==> config.mk <==
export PLATFORM = sky130hd
export DESIGN_NAME = acc_sequencer_flat
export DESIGN_NICKNAME = d
export VERILOG_FILES = /design/src/conv_acc_pkg.sv /design/src/conv_acc_if.sv /design/src/acc_sequencer.sv /design/src/psum_addr_gen.sv /design/src/flat_wrapper.sv
export VERILOG_INCLUDE_DIRS = /design/src
export SDC_FILE = /design/constraint.sdc
export NUM_CORES = 2
export LEC_CHECK = 0
export ABC_AREA = 0
export BUFFER_PORTS_ARGS = -buffer_cell sky130_fd_sc_hd__buf_4
export CAP_MARGIN = 25
export CORE_ASPECT_RATIO = 0.5
export CORE_MARGIN = 1.5
export CORE_UTILIZATION = 45
export CTS_CLUSTER_SIZE = 25
export DETAILED_ROUTE_END_ITERATION = 10
export PLACE_DENSITY = 0.59
export SETUP_SLACK_MARGIN = 0.5
export SLEW_MARGIN = 20
export SYNTH_ARGS = -nofsm -noshare
export SYNTH_HDL_FRONTEND = slang
export SYNTH_HIERARCHICAL = 1
export SYNTH_SLANG_ARGS = --single-unit
==> constraint.sdc <==
create_clock -name s_axi_aclk -period 29.5 [get_ports s_axi_aclk]
set_clock_uncertainty 0.1 [all_clocks]
set_input_delay 2.95 -clock s_axi_aclk [delete_from_list [all_inputs] [get_ports s_axi_aclk]]
set_output_delay 2.95 -clock s_axi_aclk [all_outputs]
set_load 0.02 [all_outputs]
==> src/conv_acc_macros.svh <==
`ifndef CONV_ACC_MACROS_SVH
`define CONV_ACC_MACROS_SVH

// Array and convolution geometry
`define CA_COL        8
`define CA_PSUM_BW    16
`define CA_LEN_NIJ    36
`define CA_LEN_KIJ    9
`define CA_LEN_ONIJ   16
`define CA_PAD_DIM    6
`define CA_OUT_DIM    4
`define CA_K_DIM      3
`define CA_SKEW       30

// AXI-Lite bus
`define CA_AXI_ADDR_W 14
`define CA_AXI_DATA_W 32

// Register map
`define CA_ADDR_CTRL      14'h0000
`define CA_ADDR_STATUS    14'h0004
`define CA_ADDR_OUT_BASE  14'h0100
`define CA_ADDR_PSUM_BASE 14'h2000
`define CA_BAD_READ       32'hDEADBEEF

`endif
==> src/conv_acc_pkg.sv <==
`include "conv_acc_macros.svh"

package conv_acc_pkg;

    // One column partial sum and one full buffer entry
    typedef logic signed [`CA_PSUM_BW-1:0] psum_t;
    typedef psum_t [`CA_COL-1:0] psum_word_t;

    // Buffer addressing
    typedef logic [$clog2(`CA_LEN_KIJ * `CA_LEN_NIJ)-1:0] entry_t;
    typedef logic [$clog2(`CA_COL / 2)-1:0] lane_t;

    // Sequencer indices
    typedef logic [$clog2(`CA_LEN_ONIJ)-1:0] onij_t;
    typedef logic [3:0] kij_t;
    typedef logic [$clog2(`CA_COL)-1:0] col_t;

    // AXI-Lite words
    typedef logic [`CA_AXI_ADDR_W-1:0] axil_addr_t;
    typedef logic [`CA_AXI_DATA_W-1:0] axil_data_t;

endpackage

==> src/conv_acc_if.sv <==
`timescale 1ns/10ps

// Partial-sum buffer port shared by the register block, the sequencer and the memory
interface psum_buf_if import conv_acc_pkg::*; ();
    logic       wr_en;
    entry_t     wr_entry;
    lane_t      wr_lane;
    axil_data_t wr_data;
    logic       rd_en;
    entry_t     rd_entry;
    psum_word_t rd_data;

    modport writer (output wr_en, wr_entry, wr_lane, wr_data);
    modport reader (output rd_en, rd_entry, input rd_data);
    modport mem (
        input  wr_en, wr_entry, wr_lane, wr_data,
        input  rd_en, rd_entry,
        output rd_data
    );
endinterface

// Run control between the register block and the sequencer
interface acc_ctrl_if import conv_acc_pkg::*; ();
    logic  start;
    logic  busy;
    logic  done;
    onij_t cur_onij;

    modport host (output start, input busy, done, cur_onij);
    modport engine (input start, output busy, done, cur_onij);
endinterface

==> src/acc_sequencer.sv <==
`timescale 1ns/10ps
`include "conv_acc_macros.svh"

module acc_sequencer import conv_acc_pkg::*; (
    input  logic       s_axi_aclk,
    input  logic       s_axi_aresetn,
    acc_ctrl_if.engine ctrl,
    psum_buf_if.reader psum,
    input  onij_t      out_idx,
    input  lane_t      out_lane,
    output axil_data_t out_word
);

    typedef enum logic [2:0] {S_IDLE, S_CLEAR, S_READ, S_DRAIN, S_STORE} state_t;

    state_t     state;
    onij_t      onij;
    kij_t       kij;
    col_t       col;
    logic       done_q;
    logic       add_en;
    col_t       add_col;
    psum_t      acc [`CA_COL];
    psum_word_t out_regs [`CA_LEN_ONIJ];

    psum_addr_gen addr_i (.onij(onij), .kij(kij), .col(col), .entry(psum.rd_entry));

    assign psum.rd_en    = (state == S_READ);
    assign ctrl.busy     = (state != S_IDLE);
    assign ctrl.done     = done_q;
    assign ctrl.cur_onij = onij;

    // ==============================
    // Output, kernel and column loop
    // ==============================
    always_ff @(posedge s_axi_aclk) begin
        if (!s_axi_aresetn) begin
            state  <= S_IDLE;
            onij   <= '0;
            kij    <= '0;
            col    <= '0;
            done_q <= 1'b0;
        end else begin
            case (state)
                S_IDLE: begin
                    if (ctrl.start) begin
                        state  <= S_CLEAR;
                        onij   <= '0;
                        kij    <= '0;
                        col    <= '0;
                        done_q <= 1'b0;
                    end
                end
                S_CLEAR: state <= S_READ;
                S_READ: begin
                    col <= col + 1'b1;
                    if (col == col_t'(`CA_COL - 1)) begin
                        if (kij == kij_t'(`CA_LEN_KIJ - 1)) begin
                            kij   <= '0;
                            state <= S_DRAIN;
                        end else begin
                            kij <= kij + 1'b1;
                        end
                    end
                end
                // Last read lands in the accumulators here
                S_DRAIN: state <= S_STORE;
                S_STORE: begin
                    if (onij == onij_t'(`CA_LEN_ONIJ - 1)) begin
                        state  <= S_IDLE;
                        done_q <= 1'b1;
                    end else begin
                        onij  <= onij + 1'b1;
                        state <= S_CLEAR;
                    end
                end
                default: state <= S_IDLE;
            endcase
        end
    end

    // Column tag follows the read by one cycle
    always_ff @(posedge s_axi_aclk) begin
        if (!s_axi_aresetn) begin
            add_en <= 1'b0;
        end else begin
            add_en <= psum.rd_en;
        end
    end

    always_ff @(posedge s_axi_aclk) begin
        add_col <= col;
        if (state == S_CLEAR) begin
            for (int c = 0; c < `CA_COL; c++) begin
                acc[c] <= '0;
            end
        end else if (add_en) begin
            acc[add_col] <= acc[add_col] + psum.rd_data[add_col];
        end
    end

    // ReLU on store
    always_ff @(posedge s_axi_aclk) begin
        if (!s_axi_aresetn) begin
            for (int o = 0; o < `CA_LEN_ONIJ; o++) begin
                out_regs[o] <= '0;
            end
        end else if (state == S_STORE) begin
            for (int c = 0; c < `CA_COL; c++) begin
                out_regs[onij][c] <= acc[c][`CA_PSUM_BW-1] ? '0 : acc[c];
            end
        end
    end

    // Lane L holds columns 2L and 2L+1
    assign out_word = out_regs[out_idx][2*out_lane +: 2];

endmodule

==> src/psum_addr_gen.sv <==
`timescale 1ns/10ps
`include "conv_acc_macros.svh"

module psum_addr_gen import conv_acc_pkg::*; (
    input  onij_t  onij,
    input  kij_t   kij,
    input  col_t   col,
    output entry_t entry
);

    logic [5:0] pad_pos;
    logic [6:0] skew_pos;

    // Output position and kernel offset mapped onto the padded input
    assign pad_pos = 6'((onij / `CA_OUT_DIM) * `CA_PAD_DIM + onij % `CA_OUT_DIM
                        + (kij / `CA_K_DIM) * `CA_PAD_DIM + kij % `CA_K_DIM);

    // Capture skew and column delay within one kernel block
    assign skew_pos = 7'(pad_pos + `CA_SKEW + col);

    assign entry = entry_t'(kij * `CA_LEN_NIJ + skew_pos % `CA_LEN_NIJ);

endmodule

==> src/flat_wrapper.sv <==
// flat-port wrapper written by rule: the top's interface ports become plain ports
module acc_sequencer_flat import conv_acc_pkg::*;
  (s_axi_aclk, s_axi_aresetn, out_idx, out_lane, out_word, ctrl_start, ctrl_busy, ctrl_done, ctrl_cur_onij, psum_rd_en, psum_rd_entry, psum_rd_data);
  acc_ctrl_if ctrl_i ();
  psum_buf_if psum_i ();
  input  logic s_axi_aclk;
  input  logic s_axi_aresetn;
  input  onij_t out_idx;
  input  lane_t out_lane;
  output axil_data_t out_word;
  input wire logic [$bits(ctrl_i.start)-1:0] ctrl_start;
  output wire logic [$bits(ctrl_i.busy)-1:0] ctrl_busy;
  output wire logic [$bits(ctrl_i.done)-1:0] ctrl_done;
  output wire logic [$bits(ctrl_i.cur_onij)-1:0] ctrl_cur_onij;
  output wire logic [$bits(psum_i.rd_en)-1:0] psum_rd_en;
  output wire logic [$bits(psum_i.rd_entry)-1:0] psum_rd_entry;
  input wire logic [$bits(psum_i.rd_data)-1:0] psum_rd_data;
  assign ctrl_i.start = ctrl_start;
  assign ctrl_busy = ctrl_i.busy;
  assign ctrl_done = ctrl_i.done;
  assign ctrl_cur_onij = ctrl_i.cur_onij;
  assign psum_rd_en = psum_i.rd_en;
  assign psum_rd_entry = psum_i.rd_entry;
  assign psum_i.rd_data = psum_rd_data;
  acc_sequencer u_core (.s_axi_aclk(s_axi_aclk), .s_axi_aresetn(s_axi_aresetn), .ctrl(ctrl_i), .psum(psum_i), .out_idx(out_idx), .out_lane(out_lane), .out_word(out_word));
endmodule
==> impl_metrics.json <==
{
  "antenna_found_initial": 8,
  "post-cts-setup-buffer-count": 0,
  "synth_top_area_share_pct": 66.7,
  "gp_congestion": 0.897,
  "synth_area_mm2": 0.0922,
  "die_area_mm2": 0.208,
  "synth_edf_count": 2048,
  "port_buffers": 182,
  "place_inst": 8981,
  "pwr-share-comb_pct": 10.8,
  "postRouteAntennaNets": 0,
  "vias": 59517,
  "grt_overflow": 0,
  "p_int_mw": 4.82,
  "max_stage_delay_ns": 0.65,
  "end_kind": "output pin",
  "power_switching_mw": 1.64,
  "worstSetupPathType": "flip-flop to output pin",
  "slew_viol_final": 0,
  "place_area_mm2": 0.0955,
  "drt-total-wl_um": 308000,
  "drive_above_1_share_pct": 16.6,
  "finalCritPeriodShare_pct": 43.3,
  "min_path_type": "flip-flop to flip-flop",
  "dp_hpwl_um": 174000,
  "critical_path.startpoint_type": "flip-flop",
  "vias_per_cell": 6.38,
  "drv_cap": 0,
  "clkPwrFrac_pct": 36.8,
  "cts-resized-gates": 0,
  "area_growth_pct": 9.96,
  "power_frac_seq_pct": 52.5,
  "cts_tree": "yes",
  "worst_slack_ns": 16.73,
  "tns_ns": 0,
  "avgSynthCellArea_um2": 14.0,
  "swShare_pct": 25.3,
  "required_ns": 26.45,
  "final_nets": 6650,
  "n_antenna_cell": 0,
  "synth_compound_area_share_pct": 3.84,
  "fin_crit_ns": 12.77,
  "grt_pass1_wl_um": 431000,
  "synth_mux_area_share_pct": 12.8,
  "dp_slack_ns": 17.53,
  "ctsRootBufferMaster": "clkbuf_16",
  "synthAdderAreaFrac_pct": 0.939,
  "relSlewSlack_pct": 23.4,
  "synth_seq_cells": 2067,
  "crit_slowest_cell": "dfxtp_1",
  "p_per_area_mw_per_mm2": 63.7,
  "holdWs_ns": 0.302,
  "synthesis.instances": 6611,
  "grt_start_max_net_pins": 96,
  "design_area_mm2": 0.101,
  "yosysWarnings": 6,
  "yosys.area_share.simple_pct": 11.5,
  "cts_made_buffers": 196,
  "worstMarginPinSlew_ns": 1.15,
  "cp_max_fo": 13,
  "ios": 185,
  "p_leak_nw": 34.7,
  "synth-async-reset-ratio_pct": 0,
  "cts_sinks": 2067,
  "synth_cell_types": 90,
  "rows": 117,
  "status": "finished clean",
  "rsz0062_at_grt": "no",
  "seq_area_frac_synth_pct": 67.1,
  "post-route-util_pct": 49.8,
  "p_total_mw": 6.46,
  "ir_worst_vdd_mv": 0.0442,
  "worstHoldStart": "u_core/col[2]",
  "track_usage_pct": 29.2,
  "synth_top_family_by_area": "multiplexers",
  "die_w_um": 643,
  "synth_area_leaders": "edfxtp_1 67%, mux4_2 11%, nor2_1 8.6%",
  "cts_hold_buf": 0,
  "final_cells": 9326,
  "drtPass1Iterations": 7,
  "initialDrtViolationCount": 9418,
  "critPathLaunch": "u_core/kij[3]",
  "grt_pass1_vias": 58613,
  "die_h_um": 323,
  "crit_path_frequent_cell": "ha_1",
  "wire_per_inst_um": 33.0,
  "synth_top_cell_by_area": "edfxtp_1",
  "hold_viol_final": 0,
  "ys.flop_type": "edfxtp_1",
  "synth_xor_area_share_pct": 0.373,
  "drc": 0,
  "core_mm2": 0.204,
  "insertion_delay_ns": 0.84,
  "cts_buffer_depth": 4,
  "clkTransAtPathRegs_ns": 0.06,
  "arrival_ns": 9.72,
  "initial_utilization_pct": 45.3,
  "ctsHtreeMaxLevel": 4,
  "fmax_mhz": 78.3,
  "timing.rr.start": "u_core/add_col[2]",
  "setup-violations-final": 0
}
## synthesized netlist by cell type, types with 14 or more instances
library cell  number
nand3_1           32
clkbuf_1         392
o22ai_1           57
nand2b_1         131
xnor2_1           20
mux4_2           441
buf_4             36
mux2_2            17
dfxtp_1           19
mux2i_1          167
a22oi_1          160
nand2_1          109
inv_1             39
o21ai_0           57
buf_2            105
nand4_1           29
ha_1              54
buf_1            128
nor2_1          2110
a22o_1            14
a211oi_1          47
edfxtp_1        2048
nor3_1            45
buf_6             22
a21oi_1           70
nor2b_1           50
a221oi_1          29
and3_1            18
## layout make-up
type,count,area [um^2]
fillers,17176,102000
flip-flops and latches,2067,61900
multi-input cells,3820,27500
clock buffers,248,5180
well taps,2737,3420
repair buffers,323,2700
clock inverters,89,561
inverters,42,158
## power groups by stage
stage | combinational, mW | clock, mW | sequential (mW)
after CTS | 0.681 | 2.39 | 3.39
after detailed placement | 0.679 | 0 | 3.45
after global routing | 0.721 | 2.51 | 3.40
after floorplan | 0.422 | 0 | 3.43
final | 0.696 | 2.38 | 3.39
after global placement | 0.672 | 0 | 3.44
## final timing paths
check | slack (ns) | cells past startpoint | endpoint
setup / recovery | 16.73 | 38 | psum_rd_entry[8]
hold / removal | 0.30 | 0 | u_core/add_col[2]
setup reg to reg | 23.71 | 13 | u_core/acc[4][11]
hold reg to reg | 0.30 | 0 | u_core/add_col[2]
## flip-flops by register name, summed over array words and instances (netlist names)
register,flops
u_core/state,3
u_core/ctrl.done,1
u_core/out_regs,1920
u_core/ctrl.cur_onij,4
u_core/kij,4
u_core/add_en,1
u_core/acc,128
u_core/col,3
u_core/add_col,3
## logic make-up (layout without fill, tap and decap cells)
group                      Yosys count  count (layout)
other                                1               2
DFF                               2067            2067
adders and majority gates           64              64
AOI/OAI and AO/OA                  503             503
muxes                              625             625
buffers and inverters              725             702
xor gates and xnor gates            36              36
and+or+nand+nor                   2590            2590
## cell usage in the layout, fill, tap and decap left out, types with 56 or more instances in the layout
cell and n:
nand2_1 82, mux4_2 441, o21ai_0 56, buf_4 299, a21oi_1 70, nor2_1 2105, a22oi_1 160, clkbuf_16 200
edfxtp_1 2048, mux2i_1 166, nand2b_1 130, o22ai_1 57
## layer usage
| layer | global-route usage (%) | vias to the layer above | wire [um] |
|---|---|---|---|
| li1 | - | 23770 | - |
| met1 | 42.1 | 30926 | 121000 |
| met2 | 45.1 | 4323 | 139000 |
| met3 | 6.51 | 490 | 40200 |
| met4 | 7.81 | 8 | 8000 |
| met5 | 0 | - | 49 |
## worst max-delay path, delay by kind of cell, from the launching register on
kind / cells / cell delay (ns)
adders and majority gates: 11 / 3.66
and+or+nand+nor: 9 / 1.67
AOI/OAI and AO/OA: 9 / 1.60
xor gates and xnor gates: 5 / 0.96
DFF: 1 / 0.65
buffers and inverters: 4 / 0.32
Power figures use the tool's default switching activity.
