==> src/conv_acc_macros.svh <==
`ifndef CONV_ACC_MACROS_SVH
`define CONV_ACC_MACROS_SVH

// Array and convolution geometry
`define CA_COL        8
`define CA_PSUM_BW    16
`define CA_LEN_NIJ    36
`define CA_LEN_KIJ    9
`define CA_LEN_ONIJ   16
`define CA_PAD_DIM    6
`define CA_OUT_DIM    4
`define CA_K_DIM      3
`define CA_SKEW       30

// AXI-Lite bus
`define CA_AXI_ADDR_W 14
`define CA_AXI_DATA_W 32

// Register map
`define CA_ADDR_CTRL      14'h0000
`define CA_ADDR_STATUS    14'h0004
`define CA_ADDR_OUT_BASE  14'h0100
`define CA_ADDR_PSUM_BASE 14'h2000
`define CA_BAD_READ       32'hDEADBEEF

`endif
==> src/conv_acc_pkg.sv <==
`include "conv_acc_macros.svh"

package conv_acc_pkg;

    // One column partial sum and one full buffer entry
    typedef logic signed [`CA_PSUM_BW-1:0] psum_t;
    typedef psum_t [`CA_COL-1:0] psum_word_t;

    // Buffer addressing
    typedef logic [$clog2(`CA_LEN_KIJ * `CA_LEN_NIJ)-1:0] entry_t;
    typedef logic [$clog2(`CA_COL / 2)-1:0] lane_t;

    // Sequencer indices
    typedef logic [$clog2(`CA_LEN_ONIJ)-1:0] onij_t;
    typedef logic [3:0] kij_t;
    typedef logic [$clog2(`CA_COL)-1:0] col_t;

    // AXI-Lite words
    typedef logic [`CA_AXI_ADDR_W-1:0] axil_addr_t;
    typedef logic [`CA_AXI_DATA_W-1:0] axil_data_t;

endpackage

==> src/conv_acc_if.sv <==
`timescale 1ns/10ps

// Partial-sum buffer port shared by the register block, the sequencer and the memory
interface psum_buf_if import conv_acc_pkg::*; ();
    logic       wr_en;
    entry_t     wr_entry;
    lane_t      wr_lane;
    axil_data_t wr_data;
    logic       rd_en;
    entry_t     rd_entry;
    psum_word_t rd_data;

    modport writer (output wr_en, wr_entry, wr_lane, wr_data);
    modport reader (output rd_en, rd_entry, input rd_data);
    modport mem (
        input  wr_en, wr_entry, wr_lane, wr_data,
        input  rd_en, rd_entry,
        output rd_data
    );
endinterface

// Run control between the register block and the sequencer
interface acc_ctrl_if import conv_acc_pkg::*; ();
    logic  start;
    logic  busy;
    logic  done;
    onij_t cur_onij;

    modport host (output start, input busy, done, cur_onij);
    modport engine (input start, output busy, done, cur_onij);
endinterface

==> src/axil_regs.sv <==
`timescale 1ns/10ps
`include "conv_acc_macros.svh"

module axil_regs import conv_acc_pkg::*; (
    input  logic       s_axi_aclk,
    input  logic       s_axi_aresetn,
    input  axil_addr_t s_axi_awaddr,
    input  logic       s_axi_awvalid,
    output logic       s_axi_awready,
    input  axil_data_t s_axi_wdata,
    input  logic       s_axi_wvalid,
    output logic       s_axi_wready,
    output logic [1:0] s_axi_bresp,
    output logic       s_axi_bvalid,
    input  logic       s_axi_bready,
    input  axil_addr_t s_axi_araddr,
    input  logic       s_axi_arvalid,
    output logic       s_axi_arready,
    output axil_data_t s_axi_rdata,
    output logic [1:0] s_axi_rresp,
    output logic       s_axi_rvalid,
    input  logic       s_axi_rready,
    psum_buf_if.writer psum,
    acc_ctrl_if.host   ctrl,
    output onij_t      out_idx,
    output lane_t      out_lane,
    input  axil_data_t out_word
);

    localparam int PSUM_BYTES = `CA_LEN_KIJ * `CA_LEN_NIJ * (`CA_COL / 2) * 4;
    localparam int OUT_BYTES  = `CA_LEN_ONIJ * (`CA_COL / 2) * 4;

    logic       wr_ready;
    logic       wr_fire;
    logic       rd_fire;
    axil_addr_t awaddr_q;
    axil_addr_t araddr_q;
    axil_addr_t psum_off;
    axil_addr_t out_off;
    logic       psum_hit;
    logic       out_hit;
    axil_data_t rd_word;

    // ==============================
    // Write channel
    // ==============================
    assign wr_fire = wr_ready && s_axi_awvalid && s_axi_wvalid;

    always_ff @(posedge s_axi_aclk) begin
        if (!s_axi_aresetn) begin
            wr_ready     <= 1'b0;
            s_axi_bvalid <= 1'b0;
        end else begin
            wr_ready <= !wr_ready && s_axi_awvalid && s_axi_wvalid && !s_axi_bvalid;
            if (wr_fire) begin
                s_axi_bvalid <= 1'b1;
            end else if (s_axi_bready) begin
                s_axi_bvalid <= 1'b0;
            end
        end
    end

    always_ff @(posedge s_axi_aclk) begin
        if (!wr_ready && s_axi_awvalid && s_axi_wvalid && !s_axi_bvalid) begin
            awaddr_q <= s_axi_awaddr;
        end
    end

    assign s_axi_awready = wr_ready;
    assign s_axi_wready  = wr_ready;
    assign s_axi_bresp   = 2'b00;

    // Start only when the engine is idle
    always_ff @(posedge s_axi_aclk) begin
        if (!s_axi_aresetn) begin
            ctrl.start <= 1'b0;
        end else begin
            ctrl.start <= wr_fire && (awaddr_q == `CA_ADDR_CTRL) && s_axi_wdata[0]
                          && !ctrl.busy;
        end
    end

    // Psum window, four words per entry
    assign psum_off = awaddr_q - `CA_ADDR_PSUM_BASE;
    assign psum_hit = (awaddr_q >= `CA_ADDR_PSUM_BASE)
                      && (awaddr_q < `CA_ADDR_PSUM_BASE + PSUM_BYTES);

    assign psum.wr_en    = wr_fire && psum_hit && !ctrl.busy;
    assign psum.wr_entry = psum_off[$bits(entry_t)+3:4];
    assign psum.wr_lane  = psum_off[3:2];
    assign psum.wr_data  = s_axi_wdata;

    // ==============================
    // Read channel
    // ==============================
    assign rd_fire = s_axi_arready && s_axi_arvalid;

    always_ff @(posedge s_axi_aclk) begin
        if (!s_axi_aresetn) begin
            s_axi_arready <= 1'b0;
            s_axi_rvalid  <= 1'b0;
        end else begin
            s_axi_arready <= !s_axi_arready && s_axi_arvalid && !s_axi_rvalid;
            if (rd_fire) begin
                s_axi_rvalid <= 1'b1;
            end else if (s_axi_rready) begin
                s_axi_rvalid <= 1'b0;
            end
        end
    end

    always_ff @(posedge s_axi_aclk) begin
        if (!s_axi_arready && s_axi_arvalid && !s_axi_rvalid) begin
            araddr_q <= s_axi_araddr;
        end
        if (rd_fire) begin
            s_axi_rdata <= rd_word;
        end
    end

    assign s_axi_rresp = 2'b00;

    // Output window, 16 bytes per output
    assign out_off  = araddr_q - `CA_ADDR_OUT_BASE;
    assign out_hit  = (araddr_q >= `CA_ADDR_OUT_BASE)
                      && (araddr_q < `CA_ADDR_OUT_BASE + OUT_BYTES);
    assign out_idx  = out_off[$bits(onij_t)+3:4];
    assign out_lane = out_off[3:2];

    always_comb begin
        if (araddr_q == `CA_ADDR_CTRL) begin
            rd_word = {29'b0, !ctrl.busy, ctrl.done, ctrl.busy};
        end else if (araddr_q == `CA_ADDR_STATUS) begin
            rd_word = {28'b0, ctrl.cur_onij};
        end else if (out_hit) begin
            rd_word = out_word;
        end else begin
            rd_word = `CA_BAD_READ;
        end
    end

endmodule

==> src/flat_wrapper.sv <==
// flat-port wrapper written by rule: the top's interface ports become plain ports
module axil_regs_flat import conv_acc_pkg::*;
  (s_axi_aclk, s_axi_aresetn, s_axi_awaddr, s_axi_awvalid, s_axi_awready, s_axi_wdata, s_axi_wvalid, s_axi_wready, s_axi_bresp, s_axi_bvalid, s_axi_bready, s_axi_araddr, s_axi_arvalid, s_axi_arready, s_axi_rdata, s_axi_rresp, s_axi_rvalid, s_axi_rready, out_idx, out_lane, out_word, psum_wr_en, psum_wr_entry, psum_wr_lane, psum_wr_data, ctrl_start, ctrl_busy, ctrl_done, ctrl_cur_onij);
  psum_buf_if psum_i ();
  acc_ctrl_if ctrl_i ();
  input  logic s_axi_aclk;
  input  logic s_axi_aresetn;
  input  axil_addr_t s_axi_awaddr;
  input  logic s_axi_awvalid;
  output logic s_axi_awready;
  input  axil_data_t s_axi_wdata;
  input  logic s_axi_wvalid;
  output logic s_axi_wready;
  output logic [1:0] s_axi_bresp;
  output logic s_axi_bvalid;
  input  logic s_axi_bready;
  input  axil_addr_t s_axi_araddr;
  input  logic s_axi_arvalid;
  output logic s_axi_arready;
  output axil_data_t s_axi_rdata;
  output logic [1:0] s_axi_rresp;
  output logic s_axi_rvalid;
  input  logic s_axi_rready;
  output onij_t out_idx;
  output lane_t out_lane;
  input  axil_data_t out_word;
  output wire logic [$bits(psum_i.wr_en)-1:0] psum_wr_en;
  output wire logic [$bits(psum_i.wr_entry)-1:0] psum_wr_entry;
  output wire logic [$bits(psum_i.wr_lane)-1:0] psum_wr_lane;
  output wire logic [$bits(psum_i.wr_data)-1:0] psum_wr_data;
  output wire logic [$bits(ctrl_i.start)-1:0] ctrl_start;
  input wire logic [$bits(ctrl_i.busy)-1:0] ctrl_busy;
  input wire logic [$bits(ctrl_i.done)-1:0] ctrl_done;
  input wire logic [$bits(ctrl_i.cur_onij)-1:0] ctrl_cur_onij;
  assign psum_wr_en = psum_i.wr_en;
  assign psum_wr_entry = psum_i.wr_entry;
  assign psum_wr_lane = psum_i.wr_lane;
  assign psum_wr_data = psum_i.wr_data;
  assign ctrl_start = ctrl_i.start;
  assign ctrl_i.busy = ctrl_busy;
  assign ctrl_i.done = ctrl_done;
  assign ctrl_i.cur_onij = ctrl_cur_onij;
  axil_regs u_core (.s_axi_aclk(s_axi_aclk), .s_axi_aresetn(s_axi_aresetn), .s_axi_awaddr(s_axi_awaddr), .s_axi_awvalid(s_axi_awvalid), .s_axi_awready(s_axi_awready), .s_axi_wdata(s_axi_wdata), .s_axi_wvalid(s_axi_wvalid), .s_axi_wready(s_axi_wready), .s_axi_bresp(s_axi_bresp), .s_axi_bvalid(s_axi_bvalid), .s_axi_bready(s_axi_bready), .s_axi_araddr(s_axi_araddr), .s_axi_arvalid(s_axi_arvalid), .s_axi_arready(s_axi_arready), .s_axi_rdata(s_axi_rdata), .s_axi_rresp(s_axi_rresp), .s_axi_rvalid(s_axi_rvalid), .s_axi_rready(s_axi_rready), .psum(psum_i), .ctrl(ctrl_i), .out_idx(out_idx), .out_lane(out_lane), .out_word(out_word));
endmodule
==> config.mk <==
export PLATFORM = sky130hd
export DESIGN_NAME = axil_regs_flat
export DESIGN_NICKNAME = d
export VERILOG_FILES = /design/src/conv_acc_pkg.sv /design/src/conv_acc_if.sv /design/src/axil_regs.sv /design/src/flat_wrapper.sv
export VERILOG_INCLUDE_DIRS = /design/src
export SDC_FILE = /design/constraint.sdc
export NUM_CORES = 1
export LEC_CHECK = 0
export BUFFER_PORTS_ARGS = -buffer_cell sky130_fd_sc_hd__buf_2
export CELL_PAD_IN_SITES_DETAIL_PLACEMENT = 0
export CELL_PAD_IN_SITES_GLOBAL_PLACEMENT = 2
export CORE_ASPECT_RATIO = 1.25
export CORE_MARGIN = 4
export CORE_UTILIZATION = 26
export CTS_CLUSTER_DIAMETER = 100
export CTS_CLUSTER_SIZE = 28
export DETAILED_ROUTE_END_ITERATION = 7
export PLACE_DENSITY_LB_ADDON = 0.05
export RECOVER_POWER = 50
export SLEW_MARGIN = 25
export SYNTH_ARGS = -nofsm -noshare
export SYNTH_HDL_FRONTEND = slang
export SYNTH_SLANG_ARGS = --single-unit
==> constraint.sdc <==
create_clock -name s_axi_aclk -period 5.62 [get_ports s_axi_aclk]
set_input_delay 1.124 -clock s_axi_aclk [delete_from_list [all_inputs] [get_ports s_axi_aclk]]
set_output_delay 1.124 -clock s_axi_aclk [all_outputs]
set_load 0.005 [all_outputs]
==> run metrics <==
area growth from synthesis to layout 22.5%; Placed Cells 403; Final Skew 3.42 ps; DR iter-0 viols 30; post-route ant nets 0; antenna violations before repair 0; clock-pin slew on the worst setup and hold paths 50 ps; Core Region 10,600 sq um; Async SR Flop Fraction 0%; worst path arrival time roughly 1700 ps; Power Total 1.09 mW; worst reg2reg setup slack 3140 ps; GR Overflow Total 0; GPL Wtd Cong 0.700; Fin Setup TNS 0 ps; endpoint class of the critical path primary output; RSZ-0062 raised after global routing no; r2r endpoint u_core.s_axi_rdata[1]$_DFFE_PP_; Final HPWL DP 5030 um; cell mode on critical path buf_2; Critical-path top delay cell and3_1; FF-to-FF path depth 3; outcome finished, violations left; std cell rows 42; final setup fails 0; Die W 101 um; total internal power ~0.87 mW; DRC 0; Final Max Tran Viols 66; Max transition margin -29.2%; worst path cell trace buf_2 > nand3_1 > nor2_1 > and3_1 > buf_2; share of cells above drive strength 1 49.5%; Post-synth top cells edfxtp_1, buf_4, o21a_1, and2_1, nor4_1; Critical Path Sink psum_wr_en; Reg-to-Reg Start u_core.araddr_q[1]$_DFFE_PP_; die area 12,700 sq um; PortBufs 130; fin nets 387; PD cells 313 nW/um^2; sequential share of power between 50% and 60%; Fmax 355 MHz; failing checks capacitance limit, slew limit; Sw Ratio 20.1%; Final period util 50.1%; Clock Path Buffers 2; worst path required time 4500 ps; first-pass GRT wire length 9870 um; Clock Latency Late Sink 320 ps; LEAKAGE around 1.3 nW; Worst Tran Pin Value approximately 1900 ps; critical path depth 5; largest net degree at the start of global routing 34; Hold Violations, Final 0; Core Util, Final between 30% and 40%; slowest stage delay, CP roughly 150 ps; routed vias 1,749; Top FF cell, synth edfxtp_1; WP buf/inv 2; Synth top area share 63.5%; CTS Hold Bufs 0; Non-Filler Instances 419; initial cell density of the core 26.7%; cts bufs inserted 9; max-cap violations 3; WL/cell 15.8 um; crit path max fanout 3; worst vdd ir 0.143 mV; clock share of power 44.2%; Diodes inserted 0; Crit Path Class in2out; Ports 197; Ys Warns 0; router iterations before antenna repair 4; post-cts gate resize count 0; Worst path top cell family by delay simple AND/OR/NAND/NOR gates; clock sink count 65; Vert. Die Dim about 120 um; sequential-to-total area share from yosys stat 67.0%; Synth Cell Area 2840 sq um; dominant cells by area after synthesis edfxtp_1, buf_4, o21a_1, dfxtp_1, and2_1; Synth cell types 33; worst hold margin 508 ps; power share of the combinational group 5.0%; final wirelength 6600 um; TritonCTS clock tree built; EDFF count, synth 60; most frequent cell after synthesis edfxtp_1; Syn Area/Cell 14.4 sq um; Total GRT Usage 10.4%; Hold/Removal Path Class reg2reg; Via density 4.17; Max H-tree Level 3; Yosys top cell by area edfxtp_1; worst setup path start s_axi_awvalid; postcts setup bufs 0; Seq cells post-synth 65; Hold Crit Depth 2; number of global-route vias before repair around 1.9k; Gate Count Post-Synth 197; Root Driver clkbuf_16; post-layout min period roughly 2800 ps; Switching Power roughly 0.22 mW; crit path launch type primary input
[flip-flops by register name, summed over array words and instances, names as in the netlist]
signal and flops:
u_core.ctrl.start 1, u_core.s_axi_awready 1, u_core.araddr_q 14, u_core.s_axi_arready 1, u_core.s_axi_rdata 32, u_core.s_axi_rvalid 1, u_core.awaddr_q 14, u_core.s_axi_bvalid 1
[cells by family (layout without fill, tap and decap cells)]
kind of cell | count (synthesis) | in the layout | synth area share (%)
flip-flops | 65 | 65 | 67.0
buffers and inverters | 61 | 148 | 15.8
AND/OR/NAND/NOR | 39 | 39 | 8.38
AO/OA/AOI/OAI | 30 | 30 | 8.25
other | 1 | 4 | 0.132
multiplexers | 1 | 1 | 0.397
[worst min path at each step]
stage / startpoint / to / slack (ps)
finish: u_core.s_axi_bvalid$_SDFFE_PN0P_ / u_core.s_axi_bvalid$_SDFFE_PN0P_ / 510
global route: u_core.s_axi_bvalid$_SDFFE_PN0P_ / u_core.s_axi_bvalid$_SDFFE_PN0P_ / 540
CTS: u_core.awaddr_q[0]$_DFFE_PP_ / u_core.ctrl.start$_SDFF_PN0_ / 520
detailed placement: u_core.awaddr_q[0]$_DFFE_PP_ / u_core.ctrl.start$_SDFF_PN0_ / 510
global placement: u_core.awaddr_q[0]$_DFFE_PP_ / u_core.ctrl.start$_SDFF_PN0_ / 530
floorplan: u_core.awaddr_q[0]$_DFFE_PP_ / u_core.ctrl.start$_SDFF_PN0_ / 470
[power by group through the flow]
stage / Clock [mW] / Sequential, mW / Combinational (mW)
2_1_floorplan: 0 / 0.559 / 0.0448
3_3_place_gp: 0 / 0.561 / 0.0574
3_5_place_dp: 0 / 0.561 / 0.0577
4_1_cts: 0.501 / 0.551 / 0.0578
5_1_grt: 0.521 / 0.553 / 0.0616
6_report: 0.480 / 0.552 / 0.0546
[worst min-delay path, stage by stage (launching register included)]
cell	delay, ps
dfxtp_1	320
nand2b_1	70
a21boi_0	70
[stage by stage]
stage          setup slack [ps]  cell area, sq um
2_1_floorplan              2960              2850
3_3_place_gp               2820              3240
3_5_place_dp               2810              3250
4_1_cts                    2800              3510
5_1_grt                    2640              3480
6_report                   2800              3480
[cell usage in the layout, fill, tap and decap left out, drive strengths merged, types with 3 or more instances in the layout]
master,Yosys,routed
edfxtp,60,60
buf,57,127
nor4,6,6
nor2,4,4
clkbuf,3,16
o21a,21,21
nor3,3,3
conb,1,4
and2,12,12
dfxtp,5,5
clkinv,0,4
[metal layers]
metal  track usage [%]  wire (um)  vias to the layer above  share of wire, %
met5                 0          0                        -                 0
met4              4.23         94                        0               1.4
met3              7.06        869                        8                13
met2              15.4       3050                      124                46
met1              11.6       2590                      786                39
li1                  -          -                      831                 -
[layout make-up]
| type | instances | area (sq um) |
|---|---|---|
| tap | 132 | 165 |
| inverter | 1 | 3.75 |
| clock buffer | 12 | 236 |
| sequential | 65 | 1900 |
| clock inverter | 4 | 20.0 |
| timing repair buffer | 131 | 651 |
| multi-input combinational | 74 | 498 |
| fill | 1089 | 7140 |
Note: power is estimated with default switching activity, not from simulation.
